File: src/hw/replica_settings.svh
`ifndef REPLICA_SETTINGS_SVH
`define REPLICA_SETTINGS_SVH

// ##############################
// Chain geometry
// ##############################

`define REPLICA_NODE_NUM   8
`define REPLICA_IDX_W      3     // Node index width
`define REPLICA_DATA_W     24    // Signed energy word

// ##############################
// Boltzmann factor
// ##############################

`define REPLICA_EXP_STEPS  8     // Exponent argument bits, one run cycle each
`define REPLICA_FRAC_W     16    // Factor and threshold are FRAC_W+1 bits wide
`define REPLICA_X_SHIFT    4     // |delta| scaling before the exponent

// Operation word
`define REPLICA_OPT_W      48

`endif

File: src/hw/replica_pkg.sv
`default_nettype none
`include "replica_settings.svh"

package replica_pkg;

    // Command field, top two bits of every operation word
    localparam logic [1:0] COM_LOAD = 2'd0;
    localparam logic [1:0] COM_EXCH = 2'd1;
    localparam logic [1:0] COM_THR  = 2'd2; // Hold round, code 3 is reserved

    // Where a node's new energy came from
    localparam logic [1:0] XCH_NOP  = 2'd0;
    localparam logic [1:0] XCH_SELF = 2'd1;
    localparam logic [1:0] XCH_PREV = 2'd2;
    localparam logic [1:0] XCH_FOLW = 2'd3;

    // One word, two views selected by com
    typedef union packed {
        struct packed {
            logic [1:0]                          com;
            logic [`REPLICA_IDX_W-1:0]           idx;
            logic signed [`REPLICA_DATA_W-1:0]   value;
            logic [`REPLICA_OPT_W-2-`REPLICA_IDX_W-`REPLICA_DATA_W-1:0] pad;
        } load;
        struct packed {
            logic [1:0]                          com;
            logic                                parity;     // Pairing offset
            logic [`REPLICA_FRAC_W:0]            r_exchange; // Threshold, 1.0 = 2^16
            logic [`REPLICA_OPT_W-3-`REPLICA_FRAC_W-1-1:0] pad;
        } exch;
    } opt_word_u;

    // Entry k is round(2^16 * exp(-2^k / 16))
    localparam logic [`REPLICA_FRAC_W:0] EXP_RECIP [0:`REPLICA_EXP_STEPS-1] = '{
        17'd61565,
        17'd57835,
        17'd51039,
        17'd39750,
        17'd24109,
        17'd8869,
        17'd1200,
        17'd22
    };

endpackage

`default_nettype wire

File: src/hw/boltz_exp.sv
`timescale 1ns/1ps
`default_nettype none
`include "replica_settings.svh"

// Bitwise exponential: y = prod over set bits k of exp(-2^k / 16)
module boltz_exp #(
    parameter int STEPS = 8
) (
    input  logic                     clk,
    input  logic                     reset,
    input  logic                     init,
    input  logic                     run,
    input  logic [STEPS-1:0]         x,
    input  logic [`REPLICA_FRAC_W:0] recip,
    output logic [`REPLICA_FRAC_W:0] y
);

    localparam int FACT_W = `REPLICA_FRAC_W + 1;

    logic [STEPS-1:0]    x_q;  // Shifts down, bit 0 is the current step
    logic [2*FACT_W-1:0] prod;

    // Full width product, y never exceeds 1.0
    assign prod = y * recip;

    always_ff @(posedge clk) begin
        if (reset) begin
            y   <= '0;
            x_q <= '0;
        end else if (init) begin
            y   <= {1'b1, {`REPLICA_FRAC_W{1'b0}}}; // 1.0
            x_q <= x;
        end else if (run) begin
            if (x_q[0]) begin
                y <= prod[`REPLICA_FRAC_W +: FACT_W]; // Truncating rescale
            end
            x_q <= x_q >> 1;
        end
    end

endmodule

`default_nettype wire

File: src/hw/replica.sv
`timescale 1ns/1ps
`default_nettype none
`include "replica_settings.svh"

module replica #(
    parameter int id = 0
) (
    input  logic                              clk,
    input  logic                              reset,

    input  logic                              load_en,
    input  logic [`REPLICA_IDX_W-1:0]         load_idx,
    input  logic signed [`REPLICA_DATA_W-1:0] load_value,

    input  logic signed [`REPLICA_DATA_W-1:0] prev_data,
    input  logic signed [`REPLICA_DATA_W-1:0] folw_data,

    input  logic                              exp_init,
    input  logic                              exp_run,
    input  logic [`REPLICA_FRAC_W:0]          exp_recip,
    input  logic                              exp_fin,

    input  logic                              opt_run,
    input  logic                              hold,
    input  logic                              parity,
    input  logic [`REPLICA_FRAC_W:0]          r_exchange,

    output logic signed [`REPLICA_DATA_W-1:0] out_data,
    output logic [1:0]                        exch
);

    localparam int  DW       = `REPLICA_DATA_W;
    localparam int  STEPS    = `REPLICA_EXP_STEPS;
    localparam logic ID_ODD   = (id % 2) == 1;
    localparam logic HAS_PREV = id > 0;
    localparam logic HAS_FOLW = id < `REPLICA_NODE_NUM - 1;

    logic                 is_lower;
    logic                 is_upper;
    logic signed [DW:0]   delta;   // Upper minus lower, one guard bit
    logic [DW:0]          mag;
    logic [DW:0]          mag_sh;
    logic [STEPS-1:0]     x;
    logic [`REPLICA_FRAC_W:0] y;
    logic                 test;

    // Pair role from position and round parity
    assign is_lower = (ID_ODD == parity) && HAS_FOLW;
    assign is_upper = (ID_ODD != parity) && HAS_PREV;

    assign delta  = is_lower ? (folw_data - out_data) : (out_data - prev_data);
    assign mag    = delta[DW] ? -delta : delta;
    assign mag_sh = mag >> `REPLICA_X_SHIFT;
    assign x      = (|mag_sh[DW:STEPS]) ? '1 : mag_sh[STEPS-1:0]; // Saturate

    boltz_exp #(
        .STEPS (STEPS)
    ) u_exp (
        .clk   (clk),
        .reset (reset),
        .init  (exp_init),
        .run   (exp_run),
        .x     (x),
        .recip (exp_recip),
        .y     (y)
    );

    // ##############################
    // Decision and commit
    // ##############################

    always_ff @(posedge clk) begin
        if (reset) begin
            out_data <= '0;
            exch     <= replica_pkg::XCH_NOP;
            test     <= 1'b0;
        end else begin
            if (exp_fin) begin
                test <= !delta[DW] || (y > r_exchange); // Downhill or accepted uphill
            end
            if (opt_run) begin
                if (hold) begin
                    exch <= replica_pkg::XCH_NOP;
                end else if (test && is_lower) begin
                    out_data <= folw_data;
                    exch     <= replica_pkg::XCH_FOLW;
                end else if (test && is_upper) begin
                    out_data <= prev_data;
                    exch     <= replica_pkg::XCH_PREV;
                end else begin
                    exch <= replica_pkg::XCH_SELF; // Idle end node or rejected
                end
            end else begin
                exch <= replica_pkg::XCH_NOP;
                if (load_en && (load_idx == `REPLICA_IDX_W'(id))) begin
                    out_data <= load_value;
                end
            end
        end
    end

endmodule

`default_nettype wire

File: config.mk
export PLATFORM = sky130hd
export DESIGN_NAME = replica
export DESIGN_NICKNAME = d
export VERILOG_FILES = /design/src/hw/replica_pkg.sv /design/src/hw/boltz_exp.sv /design/src/hw/replica.sv
export VERILOG_INCLUDE_DIRS = /design/src /design/src/hw
export SDC_FILE = /design/constraint.sdc
export NUM_CORES = 1
export LEC_CHECK = 0
export ABC_AREA = 1
export BUFFER_PORTS_ARGS = -buffer_cell sky130_fd_sc_hd__buf_4
export CORE_AREA = 2 2 215 217
export DETAILED_ROUTE_END_ITERATION = 12
export DIE_AREA = 0 0 217 219
export GPL_ROUTABILITY_DRIVEN = 0
export GPL_TIMING_DRIVEN = 1
export MAX_ROUTING_LAYER = met4
export SYNTH_ARGS = -nofsm -noshare
export SYNTH_HDL_FRONTEND = slang
export SYNTH_HIERARCHICAL = 1
export SYNTH_SLANG_ARGS = --single-unit
File: constraint.sdc
create_clock -name clk -period 10.15 [get_ports clk]
set_input_delay 1.5225 -clock clk [delete_from_list [all_inputs] [get_ports clk]]
set_output_delay 1.5225 -clock clk [all_outputs]
set_load 0.005 [all_outputs]
== Word level (Yosys, flattened, before mapping) ==
Index checks and enable logic that the tools add are counted.
Storage, ports and cells
  register bits after elaboration: 52
  latch bits: 0
  RAM bits: 0
  memory bits (read-only): 0
  bits of input ports: 118
  output and inout port bits: 26
  word-level logic and storage cells: 42
  memories kept: 0
Operators by class
  $add $sub $neg: 3
  $mul: 1
  divide/modulo/power cells: 0
  order comparisons: 1
  equality and inequality tests: 2
  shift-type cells: 0
  multiplexer cells: 13
  bitwise gates (word level): 2
  reduce and logical (&&, ||, !) cells: 14
Operator list (number)
  24-bit two-way mux: 4
  17-bit two-way mux: 3
  25-bit two-way mux: 2
  24-bit by 24-bit subtractor with 25-bit output: 2
  17-bit by 17-bit multiplier with 33-bit output: 1
  25-bit negator: 1
  8-bit two-way mux: 3
  17-bit greater-than comparator: 1
  13-bit OR reduction: 1
  2-bit nonzero test: 3
  2-bit AND reduction: 2
  3-bit logical NOT: 1
  3-bit AND reduction: 1
  3-bit OR reduction: 1
  1-bit logical AND: 2
  2-bit two-way mux: 1
  2-bit by 1-bit inequality test with 1-bit output (second input constant): 1
  2-bit inequality test (second input constant): 1
  1-bit NOT: 2
  2-bit OR reduction: 1
  1-bit logical NOT: 1
  1-bit logical OR: 1

== Longest topological paths before layout ==
  depth in word-level cells: 7
  depth in mapped cells: 29
  depth with buffers taken out: 28

== Hierarchy ==
Netlist, hierarchy kept.
Modules (own cells, without submodules)
  boltz_exp: times used 1, cells each 1562, area each 11113.2 µm², sequential area each 500.5 µm²
  replica: times used 1, cells each 1319, area each 6791.5 µm², sequential area each 540.5 µm²

== Worst setup path before layout ==
No wires, ideal clock.
  kind: input -> register
  from: input port exp_recip[15]
  to: register u_exp.y[13]
  setup time: 109 ps
  data arrival time: 6494 ps
  required time: 10041 ps
  path slack: 3547 ps
  cell stages on the path: 23
  buffers on the path: 2
  cell sequence: clkbuf_1 -> clkbuf_1 -> nand2_1 -> fa_1 -> fa_1 -> inv_1 -> fa_1 -> fa_1 -> fa_1 -> inv_1 -> fa_1 -> inv_1 -> ha_1 -> a21oi_1 -> o21ai_1 -> nand2_1 -> nand2_1 -> a21oi_1 -> nand2_1 -> nand2_1 -> nand3_1 -> nand2_1 -> inv_1
Between the ends
  cells in the longest elaborated chain, start to end: 1
Ends and longest elaborated chain
  start, declared: RTL line replica.sv:20  | input logic [`REPLICA_FRAC_W:0] exp_recip,
  17-bit by 17-bit multiplier with 33-bit output: RTL line boltz_exp.sv:24  | assign prod = y * recip;
  end signal, assigned: RTL line boltz_exp.sv:31  | y <= {1'b1, {`REPLICA_FRAC_W{1'b0}}};
  end signal, assigned: RTL line boltz_exp.sv:35  | y <= prod[`REPLICA_FRAC_W +: FACT_W];
  end, declared: RTL line boltz_exp.sv:15  | output logic [`REPLICA_FRAC_W:0] y
Every way passes these cells.
A chain may end at the register's enable or synchronous reset.

== Worst setup path in the final report ==
  from: input port exp_recip[10]
  to: register u_exp.y[6]
The elaborated chain is that of the path after synthesis.

==> qor.yml <==
tightest_slew_ns: 1.07
dp_cells: 3550
grt_max_degree: 46
core_region_area_um2: 45100
yosys.area.top_type: "fa_1"
most-common-layout-cells: "nand2_1, inv_1, fa_1"
async_flop_share: 0
layout.nets: 3465
top_usage_layer: "met2"
arrival_ns: 6.66
critical_path_required_ns: 10.37
die_h_um: 219
report.final.setup_viol: 0
cts_made_buffers: 5
yosysWarningCount: 6
rr_worst_depth: 20
power.density_nw_per_um2: 57.0
min_to: "u_exp/x_q[7]"
ys.flop_type: "dfxtp_1"
port_buffers: 143
vias: 17500
clock_skew_ns: 0.00739
fp.dieW_um: 217
area_delta_synth_final_pct: 9.78
clock_path_buffers: 2
ant_nets: 0
min_path_cells: 2
placementRows: 78
crit_type: "primary input to register"
post-route-period-util: 0.635
instances_no_fill: 3559
drv_cap: 0
io_pins: 144
drive_gt1_frac: 0.0950
met3_usage: 0.0230
status: "finished, final reports clean"
cts-htree-levels: 2
routed_wl_um: 55100
grt_usage: 0.242
hold_viol_final: 0
ir_drop_mv: 0.0631
synth_fp_nets: 3389
die_area_um2: 47500
fmax_mhz: 155
synth_area_leaders: "fa_1, nand2_1, inv_1, ha_1, dfxtp_1"
min_period_ns: 6.45
reg2reg_to: "u_exp/y[6]"
synth_cell_type_count: 47
path_clk_slew_ns: 0.07
holdBufCountCts: 0
rsz0062_at_grt: "false"
netlist_area_um2: 17900
rrSetupSlack_ns: 4.07
total_power_mw: 1.12
viasPerCell: 4.93
critPathLaunchType: "primary input"
place_hpwl_um: 46800
final_max_slew_viol_count: 0
grt_pass1_vias: 17000
fin_setup_tns_ns: 0
slew_headroom: 0.289
final_common_cell: "nand2_1"
synthCells: 2881
drc: 0
clockRootBuffer: "clkbuf_16"
initial_core_util: 0.397
cp_max_fo: 17
grt_pass1_wl_um: 88400
overflow: 0
holdWs_ns: 0.463
antenna_found_initial: 1
reg2reg_from: "u_exp/y[8]"
cts.repair.resized: 0
synth_edf_count: 0
post_drt_wl_per_cell_um: 15.5
dr.pass1.iters: 6
seq_area_frac_synth: 0.0581
synth.avg_cell_area_um2: 6.21
drt_iter0_drc: 1268
cts.sinks: 52
crit_path_end_kind: "register"
post_cts_buffers: 0
clk_latency_ns: 0.31
hold_start: "u_exp/x_q[7]"
synth_seq_cells: 52
power_leakage_nw: 12.2
cts_tree: "yes"
globalRouteMet1Util: 0.337
min_path_type: "register to register"
use_met2: 0.375
synth_top_area_frac: 0.249
==> state kept, by name, summed over array words and instances, names as in the netlist <==
signal	flops
exch	2
test	1
u_exp/x_q	8
u_exp/y	17
out_data	24
==> metal layers <==
| layer | part of all wire | wire length (um) |
|---|---|---|
| met1 | 0.47 | 25800 |
| met2 | 0.44 | 24200 |
| met3 | 0.064 | 3520 |
| met4 | 0.029 | 1590 |
| met5 | 0 | 0 |
==> critical path, stage by stage <==
cell and delay (ns):
buf_4 0.24, nand2_1 0.12, fa_1 0.57, inv_1 0.05
fa_1 0.52, fa_1 0.45, fa_1 0.52, fa_1 0.56
inv_1 0.06, fa_1 0.54, inv_1 0.05, ha_1 0.33
nand2_1 0.14, inv_1 0.08, nand2_1 0.09, nor2_2 0.21
nand4_1 0.20, nand4_1 0.15, nand3_1 0.12, nand2_1 0.09
inv_1 0.03
==> power breakdown <==
part           switching, mW  internal, mW
registers             0.0163         0.213
clock network         0.0868         0.116
logic                  0.447         0.241
total                  0.550         0.570
==> final cells by class <==
cell class / count / area (um2)
Clock buffer: 6 / 129
Tap cell: 600 / 751
Sequential cell: 52 / 1040
Multi-Input combinational cell: 1954 / 13500
Clock inverter: 2 / 35.0
Inverter: 783 / 2940
Antenna cell: 1 / 2.50
Timing Repair Buffer: 161 / 1210
Fill cell: 4803 / 25400
==> cell usage after synthesis (4+ instances only) <==
cell type    n
nand2_1    949
nor3_2       5
nor2_2      23
o21ai_1      7
o21ai_0     42
inv_2       19
ha_1       167
dfxtp_1     52
nand4_1     42
nand3_1    147
clkbuf_1    78
a21oi_1     71
a311oi_1    12
nand2_2     36
a31oi_1     15
nand3b_1    10
o21bai_1    13
nor3_1      10
buf_2        6
nor2_4       6
xor2_1      11
nand3_2     15
fa_1       223
inv_1      762
a21o_1       5
nor2_1     123
buf_1        4
==> per-stage QoR <==
stage | cell area (um2) | util | setup slack (ns)
2_1_floorplan | 17900 | - | 3.55
3_3_place_gp | 19500 | 0.432 | 3.43
3_5_place_dp | 19500 | 0.432 | 3.42
4_1_cts | 19700 | 0.436 | 3.75
5_1_grt | 19700 | 0.436 | 3.49
6_report | 19700 | 0.436 | 3.70
==> kinds of logic after synthesis <==
logic type / count (synthesis) / share of synthesized area
simple gates: 1377 / 0.328
buf+inv: 875 / 0.185
fa+ha+maj: 390 / 0.366
compound gates: 175 / 0.0567
flops: 52 / 0.0581
xor+xnor: 12 / 0.00587
==> how the worst max path moves through the flow <==
| stage | from | end | slack [ns] | cells past startpoint |
|---|---|---|---|---|
| 2_1_floorplan | exp_recip[15] | u_exp/y[13] | 3.55 | 23 |
| 3_3_place_gp | exp_recip[10] | u_exp/y[0] | 3.43 | 20 |
| 3_5_place_dp | exp_recip[10] | u_exp/y[6] | 3.42 | 21 |
| 4_1_cts | exp_recip[10] | u_exp/y[6] | 3.75 | 21 |
| 5_1_grt | exp_recip[10] | u_exp/y[16] | 3.49 | 23 |
| 6_report | exp_recip[10] | u_exp/y[6] | 3.70 | 21 |
No activity file was read; power rests on OpenSTA's default activity.
