--- src/hw/replica_settings.svh ---
`ifndef REPLICA_SETTINGS_SVH
`define REPLICA_SETTINGS_SVH

// ##############################
// Chain geometry
// ##############################

`define REPLICA_NODE_NUM   8
`define REPLICA_IDX_W      3     // Node index width
`define REPLICA_DATA_W     24    // Signed energy word

// ##############################
// Boltzmann factor
// ##############################

`define REPLICA_EXP_STEPS  8     // Exponent argument bits, one run cycle each
`define REPLICA_FRAC_W     16    // Factor and threshold are FRAC_W+1 bits wide
`define REPLICA_X_SHIFT    4     // |delta| scaling before the exponent

// Operation word
`define REPLICA_OPT_W      48

`endif

--- src/hw/replica_pkg.sv ---
`default_nettype none
`include "replica_settings.svh"

package replica_pkg;

    // Command field, top two bits of every operation word
    localparam logic [1:0] COM_LOAD = 2'd0;
    localparam logic [1:0] COM_EXCH = 2'd1;
    localparam logic [1:0] COM_THR  = 2'd2; // Hold round, code 3 is reserved

    // Where a node's new energy came from
    localparam logic [1:0] XCH_NOP  = 2'd0;
    localparam logic [1:0] XCH_SELF = 2'd1;
    localparam logic [1:0] XCH_PREV = 2'd2;
    localparam logic [1:0] XCH_FOLW = 2'd3;

    // One word, two views selected by com
    typedef union packed {
        struct packed {
            logic [1:0]                          com;
            logic [`REPLICA_IDX_W-1:0]           idx;
            logic signed [`REPLICA_DATA_W-1:0]   value;
            logic [`REPLICA_OPT_W-2-`REPLICA_IDX_W-`REPLICA_DATA_W-1:0] pad;
        } load;
        struct packed {
            logic [1:0]                          com;
            logic                                parity;     // Pairing offset
            logic [`REPLICA_FRAC_W:0]            r_exchange; // Threshold, 1.0 = 2^16
            logic [`REPLICA_OPT_W-3-`REPLICA_FRAC_W-1-1:0] pad;
        } exch;
    } opt_word_u;

    // Entry k is round(2^16 * exp(-2^k / 16))
    localparam logic [`REPLICA_FRAC_W:0] EXP_RECIP [0:`REPLICA_EXP_STEPS-1] = '{
        17'd61565,
        17'd57835,
        17'd51039,
        17'd39750,
        17'd24109,
        17'd8869,
        17'd1200,
        17'd22
    };

endpackage

`default_nettype wire

--- src/hw/replica_seq.sv ---
`timescale 1ns/1ps
`default_nettype none
`include "replica_settings.svh"

module replica_seq (
    input  logic                              clk,
    input  logic                              reset,
    input  logic                              opt_valid,
    input  replica_pkg::opt_word_u            opt_word,

    output logic                              load_en,
    output logic [`REPLICA_IDX_W-1:0]         load_idx,
    output logic signed [`REPLICA_DATA_W-1:0] load_value,

    output logic                              exp_init,
    output logic                              exp_run,
    output logic [`REPLICA_FRAC_W:0]          exp_recip,
    output logic                              exp_fin,

    output logic                              opt_run,
    output logic                              hold,
    output logic                              parity,
    output logic [`REPLICA_FRAC_W:0]          r_exchange,
    output logic                              busy,
    output logic                              round_done
);

    localparam int STEPS = `REPLICA_EXP_STEPS;
    localparam int CNT_W = $clog2(STEPS + 3);
    localparam int K_W   = $clog2(STEPS);

    logic [1:0]       com;
    logic             round_start;
    logic [CNT_W-1:0] step;       // 0 init, 1..STEPS run, then fin and commit
    logic [CNT_W-1:0] run_step;

    // ##############################
    // Command decode
    // ##############################

    assign com = opt_word.load.com; // Same bits in both views

    // Loads bypass the round machinery
    assign load_en    = opt_valid && !busy && (com == replica_pkg::COM_LOAD);
    assign load_idx   = opt_word.load.idx;
    assign load_value = opt_word.load.value;

    assign round_start = opt_valid && !busy &&
                         ((com == replica_pkg::COM_EXCH) || (com == replica_pkg::COM_THR));

    // ##############################
    // Round step counter
    // ##############################

    always_ff @(posedge clk) begin
        if (reset) begin
            busy       <= 1'b0;
            round_done <= 1'b0;
            hold       <= 1'b0;
            step       <= '0;
        end else begin
            round_done <= 1'b0;
            if (round_start) begin
                busy <= 1'b1;
                step <= '0;
                hold <= (com == replica_pkg::COM_THR);
            end else if (busy) begin
                if (step == CNT_W'(STEPS + 2)) begin // Commit cycle ends the round
                    busy       <= 1'b0;
                    round_done <= 1'b1;
                end else begin
                    step <= step + 1'b1;
                end
            end
        end
    end

    // Round arguments, held until the next accepted round
    always_ff @(posedge clk) begin
        if (round_start) begin
            parity     <= opt_word.exch.parity;
            r_exchange <= opt_word.exch.r_exchange;
        end
    end

    // Strobes to every node
    assign exp_init = busy && (step == '0);
    assign exp_run  = busy && (step >= CNT_W'(1)) && (step <= CNT_W'(STEPS));
    assign exp_fin  = busy && (step == CNT_W'(STEPS + 1));
    assign opt_run  = busy && (step == CNT_W'(STEPS + 2));

    assign run_step  = step - 1'b1;
    assign exp_recip = exp_run ? replica_pkg::EXP_RECIP[run_step[K_W-1:0]] : '0;

endmodule

`default_nettype wire

--- config.mk ---
export PLATFORM = sky130hd
export DESIGN_NAME = replica_seq
export DESIGN_NICKNAME = d
export VERILOG_FILES = /design/src/hw/replica_pkg.sv /design/src/hw/replica_seq.sv
export VERILOG_INCLUDE_DIRS = /design/src /design/src/hw
export SDC_FILE = /design/constraint.sdc
export NUM_CORES = 1
export LEC_CHECK = 0
export BUFFER_PORTS_ARGS = -buffer_cell sky130_fd_sc_hd__buf_4
export CORE_ASPECT_RATIO = 0.5
export CORE_MARGIN = 2
export CORE_UTILIZATION = 38
export DETAILED_ROUTE_END_ITERATION = 10
export GPL_TIMING_DRIVEN = 1
export PLACE_DENSITY = 0.79
export SETUP_SLACK_MARGIN = 0.05
export SYNTH_ARGS = -nofsm -noshare
export SYNTH_HDL_FRONTEND = slang
export SYNTH_SLANG_ARGS = --single-unit
--- constraint.sdc ---
create_clock -name clk -period 2.3 [get_ports clk]
set_input_delay 0.46 -clock clk [delete_from_list [all_inputs] [get_ports clk]]
set_output_delay 0.46 -clock clk [all_outputs]
set_load 0.03 [all_outputs]
-- Yosys cells after proc, flatten, opt, wreduce, memory -nomap -nowiden
Memory sizes are Yosys's and may differ from the RTL's.
Cells that the tools add are included.
- $add $sub $neg: 2
- $lt $le $gt $ge: 3
- equality and inequality tests: 4
- mux-type cells: 7
- bitwise logic cells: 3
- reductions and logical operators: 15
- operator list (kind ; number):
    $mux W17 ; 3
    $eq A4 B4 Y1 const B ; 2
    $logic_and A1 B1 Y1 ; 8
    $add A4 B1 Y4 const B ; 1
    $ge A4 B1 Y1 const B ; 1
    $ge A4 B4 Y1 const B ; 1
    $le A4 B4 Y1 const B ; 1
    $logic_not A4 Y1 ; 1
    $mux W1 ; 4
    $not A3 Y4 ; 1
    $reduce_or A3 Y1 ; 1
    $sub A3 B1 Y3 const B ; 1
    $eq A2 B1 Y1 const B ; 1
    $eq A2 B2 Y1 const B ; 1
    $logic_not A2 Y1 ; 1
    $not A1 Y1 ; 2
    $reduce_and A2 Y1 ; 1
    $reduce_or A2 Y1 ; 1
    $logic_not A1 Y1 ; 1
    $logic_or A1 B1 Y1 ; 1
- bits in registers: 25
- ROM bits: 136
- input bits: 51
- output and inout bits: 70
- logic and storage cells: 41
- memories kept: 1
- memories (name ; words ; width ; rd ports ; clocked after memory_dff ; write ports ; RTL line ; source):
    (name not given) ; 8 ; 17 ; 1 ; 0 ; 0 ; replica_seq.sv:93 ; assign exp_recip = exp_run ? replica_pkg::EXP_RECIP[run_step[K_W-1:0]] : '0;

-- Logic depth before layout (Yosys ltp)
Gate-level depths: netlist of the first run.
- depth after elaboration: 6
- gate-level depth with buffers: 6
- mapped depth without buffers: 5

-- Worst setup path before layout of the first run
OpenSTA, ideal clock, no wires.
- kind: flip-flop to output port
- from: register step[0]
- to: output port exp_recip[14]
- arrival time: 2.297 ns
- required time: 1.840 ns
- path slack: -0.457 ns
- stages on the path, launching flop included: 7
- path buffers: 1
- path through: dfxtp_1 inv_1 ha_1 or4b_1 o211ai_2 a211oi_1 buf_4
- longest elaborated chain between the ends: 6
- elaborated cells on any way between the ends: 10
- those cells by class: add/sub: 1; order compare: 2; mux: 3; bitwise: 1; reduce/logical: 2; memory: 1
- RTL lines (element ; RTL line ; source):
    from (decl) ; replica_seq.sv:34 ; logic [CNT_W-1:0] step;
    from (signal assigned) ; replica_seq.sv:72 ; step <= step + 1'b1;
    $sub A3 B1 Y3 ; replica_seq.sv:92 ; assign run_step = step - 1'b1;
    named net run_step[0] ; replica_seq.sv:35 ; logic [CNT_W-1:0] run_step;
    $not A3 Y4 (implied by the code) ; replica_seq.sv:93 ;
    $mem_v2 Z8 W17 ; - ;
    $mux W17 (implied by the code) (2 in a row) ; replica_seq.sv:93 ;
    $mux W17 ; replica_seq.sv:93 ;
    to (decl) ; replica_seq.sv:17 ; output logic [`REPLICA_FRAC_W:0] exp_recip,
The timed path passes the listed nets, and every way through them passes these cells. The select of a mux whose other input is x is not followed.

-- Final worst setup path of the first run
- from: register step[0]
- to: output port exp_recip[7]
- longest elaborated chain between the ends: 6
- elaborated cells on any way between the ends: 10
- those cells by class: add/sub: 1; order compare: 2; mux: 3; bitwise: 1; reduce/logical: 2; memory: 1
- RTL lines (element ; RTL line):
    $sub A3 B1 Y3 ; replica_seq.sv:92
    $not A3 Y4 (implied by the code) ; replica_seq.sv:93
    $mem_v2 Z8 W17 ; -
    $mux W17 (implied by the code) (2 in a row) ; replica_seq.sv:93
    $mux W17 (*) ; replica_seq.sv:93
Mark *: on every way between the ends. The rest lies on a longest branch, timed or not. The select of a mux whose other input is x is not followed.

==> summary.md, run 1 <==
| Metric | Value |
|---|---|
| Most frequent cells in the layout | 83 x buf_4, 18 x edfxtp_1, 9 x nand2_1, 9 x buf_6 |
| Pre-antenna DRT Iters | 4 |
| Slew Limit Fails | 0 |
| Via Count | 1190 |
| Initial DRC Count | 21 |
| Status | complete, but fails checks |
| LEAKAGE | 1.009 nW |
| Post-route ant nets | 0 |
| Final Power | between 1 and 1.5 mW |
| Number of I/O pins | roughly 120 |
| H-Tree Depth | 1 |
| Max-capacitance violation count | 0 |
| Nets | 265 |
| Antenna diode count | 0 |
| Initial core utilization | 40.99% |
| Pwr Density | 507.3 mW/mm^2 |
| Post-route DRC | 0 |
| Max IR drop VDD | 0.0002702 V |
| Final setup viols | 12 |
| Area growth syn-to-layout | 52.15% |
| Setup TNS | -0.3072 ns |
| Dpl hpwl | 2450 microns |
| Clock-pin slew on the worst setup and hold paths | around 0.09 ns |
| Util after Layout | a little over 60% |
| Gp weighted congestion | around 0.84 |
| Sink Count | 25 |
| First-pass GRT wire length | 5216 microns |
| Die width | around 91 microns |
| Drt via density | between 4 and 5 |
| GRT Total Usage | between 15 and 20% |
| Critical path fanouts, max | 6 |
| Min-delay worst type | input port to flop |
| Commonest non-fill, non-tap cell in the layout | buf_4 |
| Tmin final | 2.341 ns |
| Fmax | 427.3 MHz |
| Failing checks | negative setup slack |
| # rows | 15 |
| Gate Count Post-Synth | 140 |
| Die Y | 47.74 microns |
| Drt total wl | 3521 microns |
| Core area | between 0.003 and 0.004 sq mm |
| Ys Warns | 0 |
| Share of cells above drive strength 1 | 60.29% |
| Unique masters post-synth | 31 |
| Maximum buffer depth of the clock tree | 2 |
| Async S/R FF share, synth | 0% |
| #FFs+latches synth | 25 |
| Worst path arrival time | 1.88 ns |
| Worst Path Required | around 1.8 ns |
| Period utilization | 101.8% |
| Port buffer count | 82 |
| Mapped cell area | about 0.0015 sq mm |
| Post-CTS Hold Buffers | 0 |
| Vias in the first global route | 1069 |
| Syn avg cell area | ~10 sq um |
| Final-report hold violation count | 0 |
| Root Buffer | clkbuf_8 |
| Critical path class | flop to primary output |
| Sequential share of the synthesized area | 46.82% |
| RSZ-0062 raised after global routing | yes |
| Post-synth EDFFs | 18 |
| Critical Path End Type | primary output |
| GR Overflow Total | 0 |
| Antenna violations before repair | 0 |
| Largest net degree at the start of global routing | 19 |
| Synth Flop Type | edfxtp_1 |
| Clock buffer count from CTS | 3 |
| Avg WL per Cell | 13.81 microns |
| Final worst slack | -0.04054 ns |
| Worst setup SP type | flop |
| Worst-skew pair later-pin latency | 0.26 ns |
| Die area | 0.004367 sq mm |
| CTS tree | yes |
| Fin Clk Skew | 0.002130 ns |
| Synthesized Nets | 200 |
synth_stat cells (all sizes together) (2+ instances only):
| master | n | area share (%) |
|---|---|---|
| nand3b | 2 | 1.0 |
| a211oi | 3 | 1.5 |
| xor2 | 2 | 1.2 |
| o21ai | 3 | 1.0 |
| and3 | 3 | 1.3 |
| nor2 | 7 | 1.8 |
| a21oi | 11 | 3.8 |
| and2 | 3 | 1.3 |
| nor2b | 4 | 1.7 |
| ha | 9 | 7.7 |
| buf | 33 | 17 |
| inv | 10 | 2.6 |
| dfxtp | 7 | 9.6 |
| edfxtp | 18 | 37 |
| xnor2 | 2 | 1.2 |
| nand2 | 9 | 2.3 |
| nand3 | 2 | 0.69 |
critical path: stages (launching register included):
cell      delay (ns)
dfxtp_4         0.37
buf_6           0.12
ha_4            0.15
or4b_4          0.55
o211ai_4        0.17
nor2_1          0.08
buf_4           0.17
layer usage:
metal | wire length [microns] | global-route usage (%) | vias up | part of all wire, %
met5 | 0 | 0 | - | 0
met4 | 31 | 5.152 | 0 | 0.88
met3 | 253 | 3.307 | 8 | 7.2
met2 | 1878 | 30.44 | 54 | 53
met1 | 1358 | 18.38 | 550 | 39
li1 | - | - | 578 | -
sequential cells by signal, summed over array words and instances (netlist names):
| signal | cells |
|---|---|
| parity | 1 |
| r_exchange | 17 |
| busy | 1 |
| hold | 1 |
| step | 4 |
| round_done | 1 |
repair_timing:
| item | in CTS | in global routing |
|---|---|---|
| gates cloned | 1 | 0 |
| gates resized for setup | 28 | 11 |
| buffers inserted | 1 | 2 |
| endpoints found under the setup margin | 17 | 17 |
| pin swaps | 9 | 2 |
cell families after synthesis:
group                    Yosys count  synth area share [%]
buffers and inverters             43                 19.71
AND/OR/NAND/NOR                   36                 13.51
flip-flops                        25                 46.82
AO/OA/AOI/OAI                     21                 8.864
adder cells (fa/ha/maj)            9                 7.745
XOR/XNOR                           4                 2.410
other                              1                0.2579
multiplexers                       1                0.6885
report_power, final:
part	switching (mW)	internal, mW	total, mW
Sequential	0.0153	0.509	0.525
Combinational	0.200	0.134	0.333
Clock	0.141	0.123	0.264
Total	0.357	0.766	1.12
per-stage QoR:
stage | setup slack [ns] | cells | hold WS [ns] | cell area [sq um]
after floorplan | -0.1531 | 140 | 0.5291 | 1473
after global placement | 0.08869 | 247 | 0.4803 | 1956
after detailed placement | 0.05782 | 247 | 0.5185 | 1956
after CTS | -0.06491 | 253 | 0.3687 | 2162
after global routing | -0.08129 | 255 | 0.3572 | 2212
final | -0.04054 | 255 | 0.3670 | 2212
path summary, 6_finish.rpt:
check,from,to,slack (ns),cells after the start
worst min-delay path,reset,busy,0.37,2
worst min register to register,step[0],step[0],0.55,2
worst max-delay path,step[0],exp_recip[7],-0.04,6
worst max register to register,step[1],step[1],0.88,5
final cells by class:
type	count	area (sq um)
inverters	10	40.04
fillers	271	1335
well taps	51	63.81
clock inverters	1	7.507
repair buffers	92	724.4
flip-flops and latches	25	686.9
clock buffers	3	41.29
multi-input cells	73	648.1
Power figures use the tool's default switching activity.
==> run 2, diff against run 1 <==
clock period = 2.61 ns   (was 2.3 ns; I/O delays follow)
==> summary.md, run 2 (synthesis results as in run 1) <==
| Metric | Value |
|---|---|
| Clock buffer count from CTS | 3 (unchanged) |
| Avg WL per Cell | 13.15 microns (was 13.81 microns) |
| Area of the multi-input gates | 555.5 sq um (was 648.1 sq um) |
| Via Count | 1174 (was 1190) |
| Pre-antenna DRT Iters | 4 (unchanged) |
| Max-capacitance violation count | 0 (unchanged) |
| Setup TNS | 0 ns (was -0.3072 ns) |
| Sink Count | 25 (unchanged) |
| Critical path fanouts, max | 8 (was 6) |
| Share of cells above drive strength 1 | 51.76% (was 60.29%) |
| Maximum buffer depth of the clock tree | 2 (unchanged) |
| Fin Clk Skew | 0.001131 ns (was 0.002130 ns) |
| Clock-pin slew on the worst setup and hold paths | 0.09 ns (about the same) |
| Drt total wl | 3288 microns (was 3521 microns) |
| Worst-skew pair later-pin latency | 0.27 ns (was 0.26 ns) |
| Period utilization | a little over nine tenths |
| GRT Total Usage | 13.71% (was 15.67%) |
| Post-route ant nets | 0 (unchanged) |
| Tmin final | 2.468 ns |
| Crit-path slowest cell | or4b_4 (unchanged) |
| Slew Limit Fails | 0 (unchanged) |
| Critical Path End Type | primary output (unchanged) |
| CTS tree | yes (unchanged) |
| Commonest non-fill, non-tap cell in the layout | buf_4 (unchanged) |
| Die area | 0.004367 sq mm (unchanged) |
| Worst Path Required | 2.09 ns (was 1.84 ns) |
| Core area | 0.003547 sq mm (unchanged) |
| Headroom to the max-slew limit | a little over three fifths |
| Most frequent cells in the layout | 87 x buf_4, 18 x edfxtp_1, 11 x a21oi_1 (was 83 x buf_4, 18 x edfxtp_1, 9 x nand2_1, 9 x buf_6) |
| Max IR drop VDD | 0.0002323 V (was 0.0002702 V) |
| GR Overflow Total | 0 (unchanged) |
| Hold_ws | 0.4339 ns (was 0.3670 ns) |
| Critical path class | flop to primary output (unchanged) |
| H-Tree Depth | 1 (unchanged) |
| Largest net degree at the start of global routing | 19 (unchanged) |
| Root Buffer | clkbuf_8 (unchanged) |
| Post-route DRC | 0 (unchanged) |
| Fin cells | 250 (was 255) |
| Area of placed instances | 0.001932 sq mm (was 0.001956 sq mm) |
| Most flops, register | r_exchange (unchanged) |
| Status | complete, no violations (was complete, but fails checks) |
| Vias in the first global route | 964 (was 1069) |
| Initial DRC Count | 34 (was 21) |
| CP dominant cell by count | buf_4 |
| Antenna violations before repair | 0 (unchanged) |
| Post-CTS Hold Buffers | 0 (unchanged) |
| Worst path arrival time | 1.95 ns (was 1.88 ns) |
| Reg-to-reg slack, setup | 1.15 ns (was 0.88 ns) |
| Final Power | 959.2 uW (was 1.122 mW) |
| Fmax | 405.2 MHz |
| Die Y | 47.74 microns (unchanged) |
| Post-Place Cells | 245 (was 247) |
| Worst setup SP type | flop (unchanged) |
| Dpl hpwl | 2445 microns (was 2450 microns) |
| Filler cells | 294 (was 271) |
| Final setup viols | 0 (was 12) |
| First-pass GRT wire length | 4512 microns (was 5216 microns) |
| Pwr Density | 470.1 mW/mm^2 (was 507.3 mW/mm^2) |
| RSZ-0062 raised after global routing | no (was yes) |
| Worst-Margin Slew | 0.5571 ns |
| Final worst slack | 0.1419 ns (was -0.04054 ns) |
| Die width | 91.48 microns (unchanged) |
| Nets | 260 (was 265) |
| Area growth syn-to-layout | 40.36% (was 52.15%) |
| Post-Layout Inst Area | 0.002041 sq mm (was 0.002212 sq mm) |
| LEAKAGE | 0.9718 nW (was 1.009 nW) |
| # rows | 15 (unchanged) |
| Worst path max stage delay | 0.54 ns (was 0.55 ns) |
| Antenna diode count | 0 (unchanged) |
| Port buffer count | 82 (unchanged) |
| Final-report hold violation count | 0 (unchanged) |
| Max FFs per register | 17 (unchanged) |
| Register area | 681.9 sq um (was 686.9 sq um) |
| Drt via density | 4.696 (was 4.667) |
| Largest registers | r_exchange: 17 flops, step: 4 flops (unchanged) |
| Number of I/O pins | 121 (unchanged) |
| Gp weighted congestion | 0.7802 (was 0.8422) |
| Initial core utilization | 40.99% (unchanged) |
| Sequence of cells on the critical path | buf_4, ha_1, or4b_4, o211ai_4, a211oi_2, buf_4 (was buf_6, ha_4, or4b_4, o211ai_4, nor2_1, buf_4) |
| Min-delay worst type | input port to flop (unchanged) |
| Util after Layout | 57.53% (was 62.36%) |
| Dpl ws | 0.2886 ns (was 0.05782 ns) |
==> run 2: what timing repair did <==
| action | 4_1_cts | 5_1_grt |
|---|---|---|
| buffers inserted | 0 | 0 |
| gates resized for setup | 3 | 7 |
| endpoints found under the hold margin | 0 | 0 |
| endpoints found under the setup margin | 14 | 14 |
| gates cloned | 0 | 1 |
==> run 2: metal layers <==
layer | global-route usage, % | part of all wire (%)
met3 | 2.835 | 6.2
met1 | 15.04 | 40
met5 | 0 | 0
met2 | 27.65 | 52
met4 | 5.758 | 1.2
==> run 2: power by group <==
| part | internal [mW] | total, mW | switching [mW] |
|---|---|---|---|
| Combinational | 0.105 | 0.269 | 0.164 |
| Clock | 0.108 | 0.231 | 0.123 |
| Sequential | 0.449 | 0.460 | 0.0110 |
==> run 2: worst max-delay path: cells and delay by family (launching register included) <==
| kind | cells | cell delay [ns] |
|---|---|---|
| and+or+nand+nor | 1 | 0.54 |
| buffers and inverters | 2 | 0.34 |
| DFF | 1 | 0.32 |
| AOI/OAI and AO/OA | 2 | 0.25 |
| adders and majority gates | 1 | 0.22 |
==> run 2: path summary, 6_finish.rpt <==
check / start / to / cells after the start
setup reg to reg: busy / r_exchange[1] / 3
hold / removal: opt_word[35] / r_exchange[7] / 1
setup / recovery: step[0] / exp_recip[3] / 6
hold reg to reg: hold / hold / 2
==> run 2: final cells by class <==
cell class / count / area share [%]
multi-input cells: 73 / 27.22
flip-flops and latches: 25 / 33.42
well taps: 51 / 3.127
inverters: 10 / 1.839
clock inverters: 1 / 0.3679
clock buffers: 3 / 2.023
repair buffers: 87 / 32.00
==> run 3, diff against run 2 <==
CORE_UTILIZATION = 36   (was 38)
CTS_BUF_LIST = sky130_fd_sc_hd__clkbuf_4 sky130_fd_sc_hd__clkbuf_8   (was not set)
clock period = 2.2 ns   (was 2.61 ns; I/O delays follow)
==> summary.md, run 3 (synthesis results as in run 1) <==
| Metric | Value |
|---|---|
| Number of I/O pins | 121 (unchanged) |
| Initial DRC Count | 25 (was 34) |
| Max-capacitance violation count | 0 (unchanged) |
| Pwr Density | 510.1 mW/mm^2 (was 470.1 mW/mm^2) |
| Critical path fanouts, max | 5 (was 8) |
| Critical Path Source | step[1] (was step[0]) |
| Drt via density | 4.442 (was 4.696) |
| Core area | 0.003884 sq mm (was 0.003547 sq mm) |
| Critical Path End Type | primary output (unchanged) |
| Maximum buffer depth of the clock tree | 2 (unchanged) |
| GRT Total Usage | 14.41% (was 13.71%) |
| Post-CTS Hold Buffers | 0 (unchanged) |
| Worst path arrival time | 1.86 ns (was 1.95 ns) |
| Max FFs per register | 17 (unchanged) |
| Largest net degree at the start of global routing | 19 (unchanged) |
| Sink Count | 25 (unchanged) |
| Fin Clk Skew | 0.001679 ns (was 0.001131 ns) |
| Largest registers | r_exchange: 17 flops, step: 4 flops (unchanged) |
| CP endpoint | exp_recip[14] (was exp_recip[3]) |
| Status | complete, but fails checks (was complete, no violations) |
| # rows | 16 (was 15) |
| Util after Layout | 58.89% (was 57.53%) |
| Failing checks | negative setup slack |
| Crit-path slowest cell | or4b_4 (unchanged) |
| Worst R2R End | r_exchange[5] (was r_exchange[1]) |
| Initial core utilization | 37.44% (was 40.99%) |
| Area growth syn-to-layout | 57.31% (was 40.36%) |
| Avg WL per Cell | 13.14 microns (was 13.15 microns) |
| Post-route DRC | 0 (unchanged) |
| Hold depth | 1 (unchanged) |
| Slew Limit Fails | 0 (unchanged) |
| Port buffer count | 82 (unchanged) |
| Antenna diode count | 0 (unchanged) |
| Worst-skew pair later-pin latency | 0.26 ns (was 0.27 ns) |
| Min-delay worst type | input port to flop (unchanged) |
| Nets | 272 (was 260) |
| Period utilization | 104.3% |
| Tmin final | between 2 and 2.5 ns |
| GR Overflow Total | 0 (unchanged) |
| Post-route ant nets | 0 (unchanged) |
| R2R depth | 4 (was 3) |
| Die area | 0.004594 sq mm (was 0.004367 sq mm) |
| Die width | 93.88 microns (was 91.48 microns) |
| Pre-antenna DRT Iters | 4 (unchanged) |
| First-pass GRT wire length | 5181 microns (was 4512 microns) |
| Via Count | 1177 (was 1174) |
| Final setup viols | 14 (was 0) |
| Crit-path leading delay family | simple AND/OR/NAND/NOR gates (unchanged) |
| Fmax | approximately 440 MHz |
| Most frequent cells in the layout | 85 x buf_4, 18 x edfxtp_1, 15 x buf_6 (was 87 x buf_4, 18 x edfxtp_1, 11 x a21oi_1) |
| Most flops, register | r_exchange (unchanged) |
| CTS tree | yes (unchanged) |
| Filler cells | 320 (was 294) |
| Worst setup SP type | flop (unchanged) |
| Clock-pin slew on the worst setup and hold paths | 0.09 ns (about the same) |
| Worst path max stage delay | 0.50 ns (was 0.54 ns) |
| Antenna violations before repair | 0 (unchanged) |
| Vias in the first global route | 1115 (was 964) |
| RSZ-0062 raised after global routing | yes (was no) |
| Final-report hold violation count | 0 (unchanged) |
| Area of the multi-input gates | 635.6 sq um (was 555.5 sq um) |
| Final Power | 1.167 mW (was 959.2 uW) |
| Dpl hpwl | 2627 microns (was 2445 microns) |
| Drt total wl | 3482 microns (was 3288 microns) |
| Root Buffer | clkbuf_8 (unchanged) |
| Share of cells above drive strength 1 | 62.09% (was 51.76%) |
| CP dominant cell by count | buf_6 (was buf_4) |
| Commonest non-fill, non-tap cell in the layout | buf_4 (unchanged) |
| Worst path bufs/invs | 3 (was 2) |
| Critical path class | flop to primary output (unchanged) |
| Area of placed instances | 0.002063 sq mm (was 0.001932 sq mm) |
| H-Tree Depth | 1 (unchanged) |
| Max IR drop VDD | 0.0002400 V (was 0.0002323 V) |
| Die Y | 48.94 microns (was 47.74 microns) |
| Worst Path Required | 1.76 ns (was 2.09 ns) |
| Reg-to-reg slack, setup | 0.78 ns (was 1.15 ns) |
| LEAKAGE | 1.036 nW (was 0.9718 nW) |
| Register area | 685.7 sq um (was 681.9 sq um) |
| Gp weighted congestion | 0.7958 (was 0.7802) |
| Clock buffer count from CTS | 3 (unchanged) |
| Final worst slack | -0.09503 ns (was 0.1419 ns) |
| Post-Layout Inst Area | 0.002287 sq mm (was 0.002041 sq mm) |
| R2r startpoint | busy (unchanged) |
| Sequence of cells on the critical path | inv_4, ha_4, or4b_4, o211ai_4, buf_6, a211oi_4, buf_6 (was buf_4, ha_1, or4b_4, o211ai_4, a211oi_2, buf_4) |
| Stages on worst setup path | 7 (was 6) |
run 3: layout make-up:
type / count / share of cell area [%]
clock buffers: 3 / 1.805
well taps: 54 / 2.954
multi-input cells: 72 / 27.79
flip-flops and latches: 25 / 29.98
inverters: 10 / 1.860
repair buffers: 100 / 35.28
clock inverters: 1 / 0.3282
run 3: repair_timing:
item	4_1_cts	5_1_grt
pin swaps	2	0
setup endpoints to repair	17	17
resized for setup	20	12
buffers inserted	5	0
run 3: routing by layer:
layer  vias up  wire length (microns)  global-route usage [%]  part of all wire, %
met3         8                    219                   3.400                  6.3
met2        42                   1854                   26.79                   53
met4         0                     34                   5.314                 0.98
li1        586                      -                       -                    -
met1       541                   1373                   16.08                   39
met5         -                      0                       0                    0
run 3: worst min path at each step:
| stage | to | slack [ns] | from |
|---|---|---|---|
| final | r_exchange[12] | 0.36 | opt_word[40] |
| after global routing | r_exchange[15] | 0.33 | opt_word[43] |
| after CTS | round_done | 0.35 | reset |
| after detailed placement | hold | 0.52 | hold |
| after global placement | hold | 0.49 | hold |
| after floorplan | busy | 0.51 | reset |
run 3: worst register-to-register path, stage by stage, from the launching register on:
cell and delay (ns):
dfxtp_1 0.37, buf_4 0.19, nand3b_1 0.23, inv_1 0.09, buf_4 0.24
run 3: stage by stage:
stage               instances  hold slack, ns  TNS [ns]  worst slack [ns]
floorplan                 140          0.5091         0           0.07306
global placement          256          0.4917         0           0.05350
detailed placement        256          0.5163         0           0.02861
CTS                       265          0.3487   -0.9672          -0.09582
global route              265          0.3344    -2.072           -0.1629
finish                    265          0.3565   -0.8906          -0.09503
run 3: power by group:
part	internal [mW]	leakage [nW]	total [mW]	switching [mW]
Combinational	0.145	0.789	0.354	0.209
Clock	0.128	0.0217	0.269	0.141
Sequential	0.532	0.226	0.543	0.0110
Total	0.805	1.04	1.17	0.361
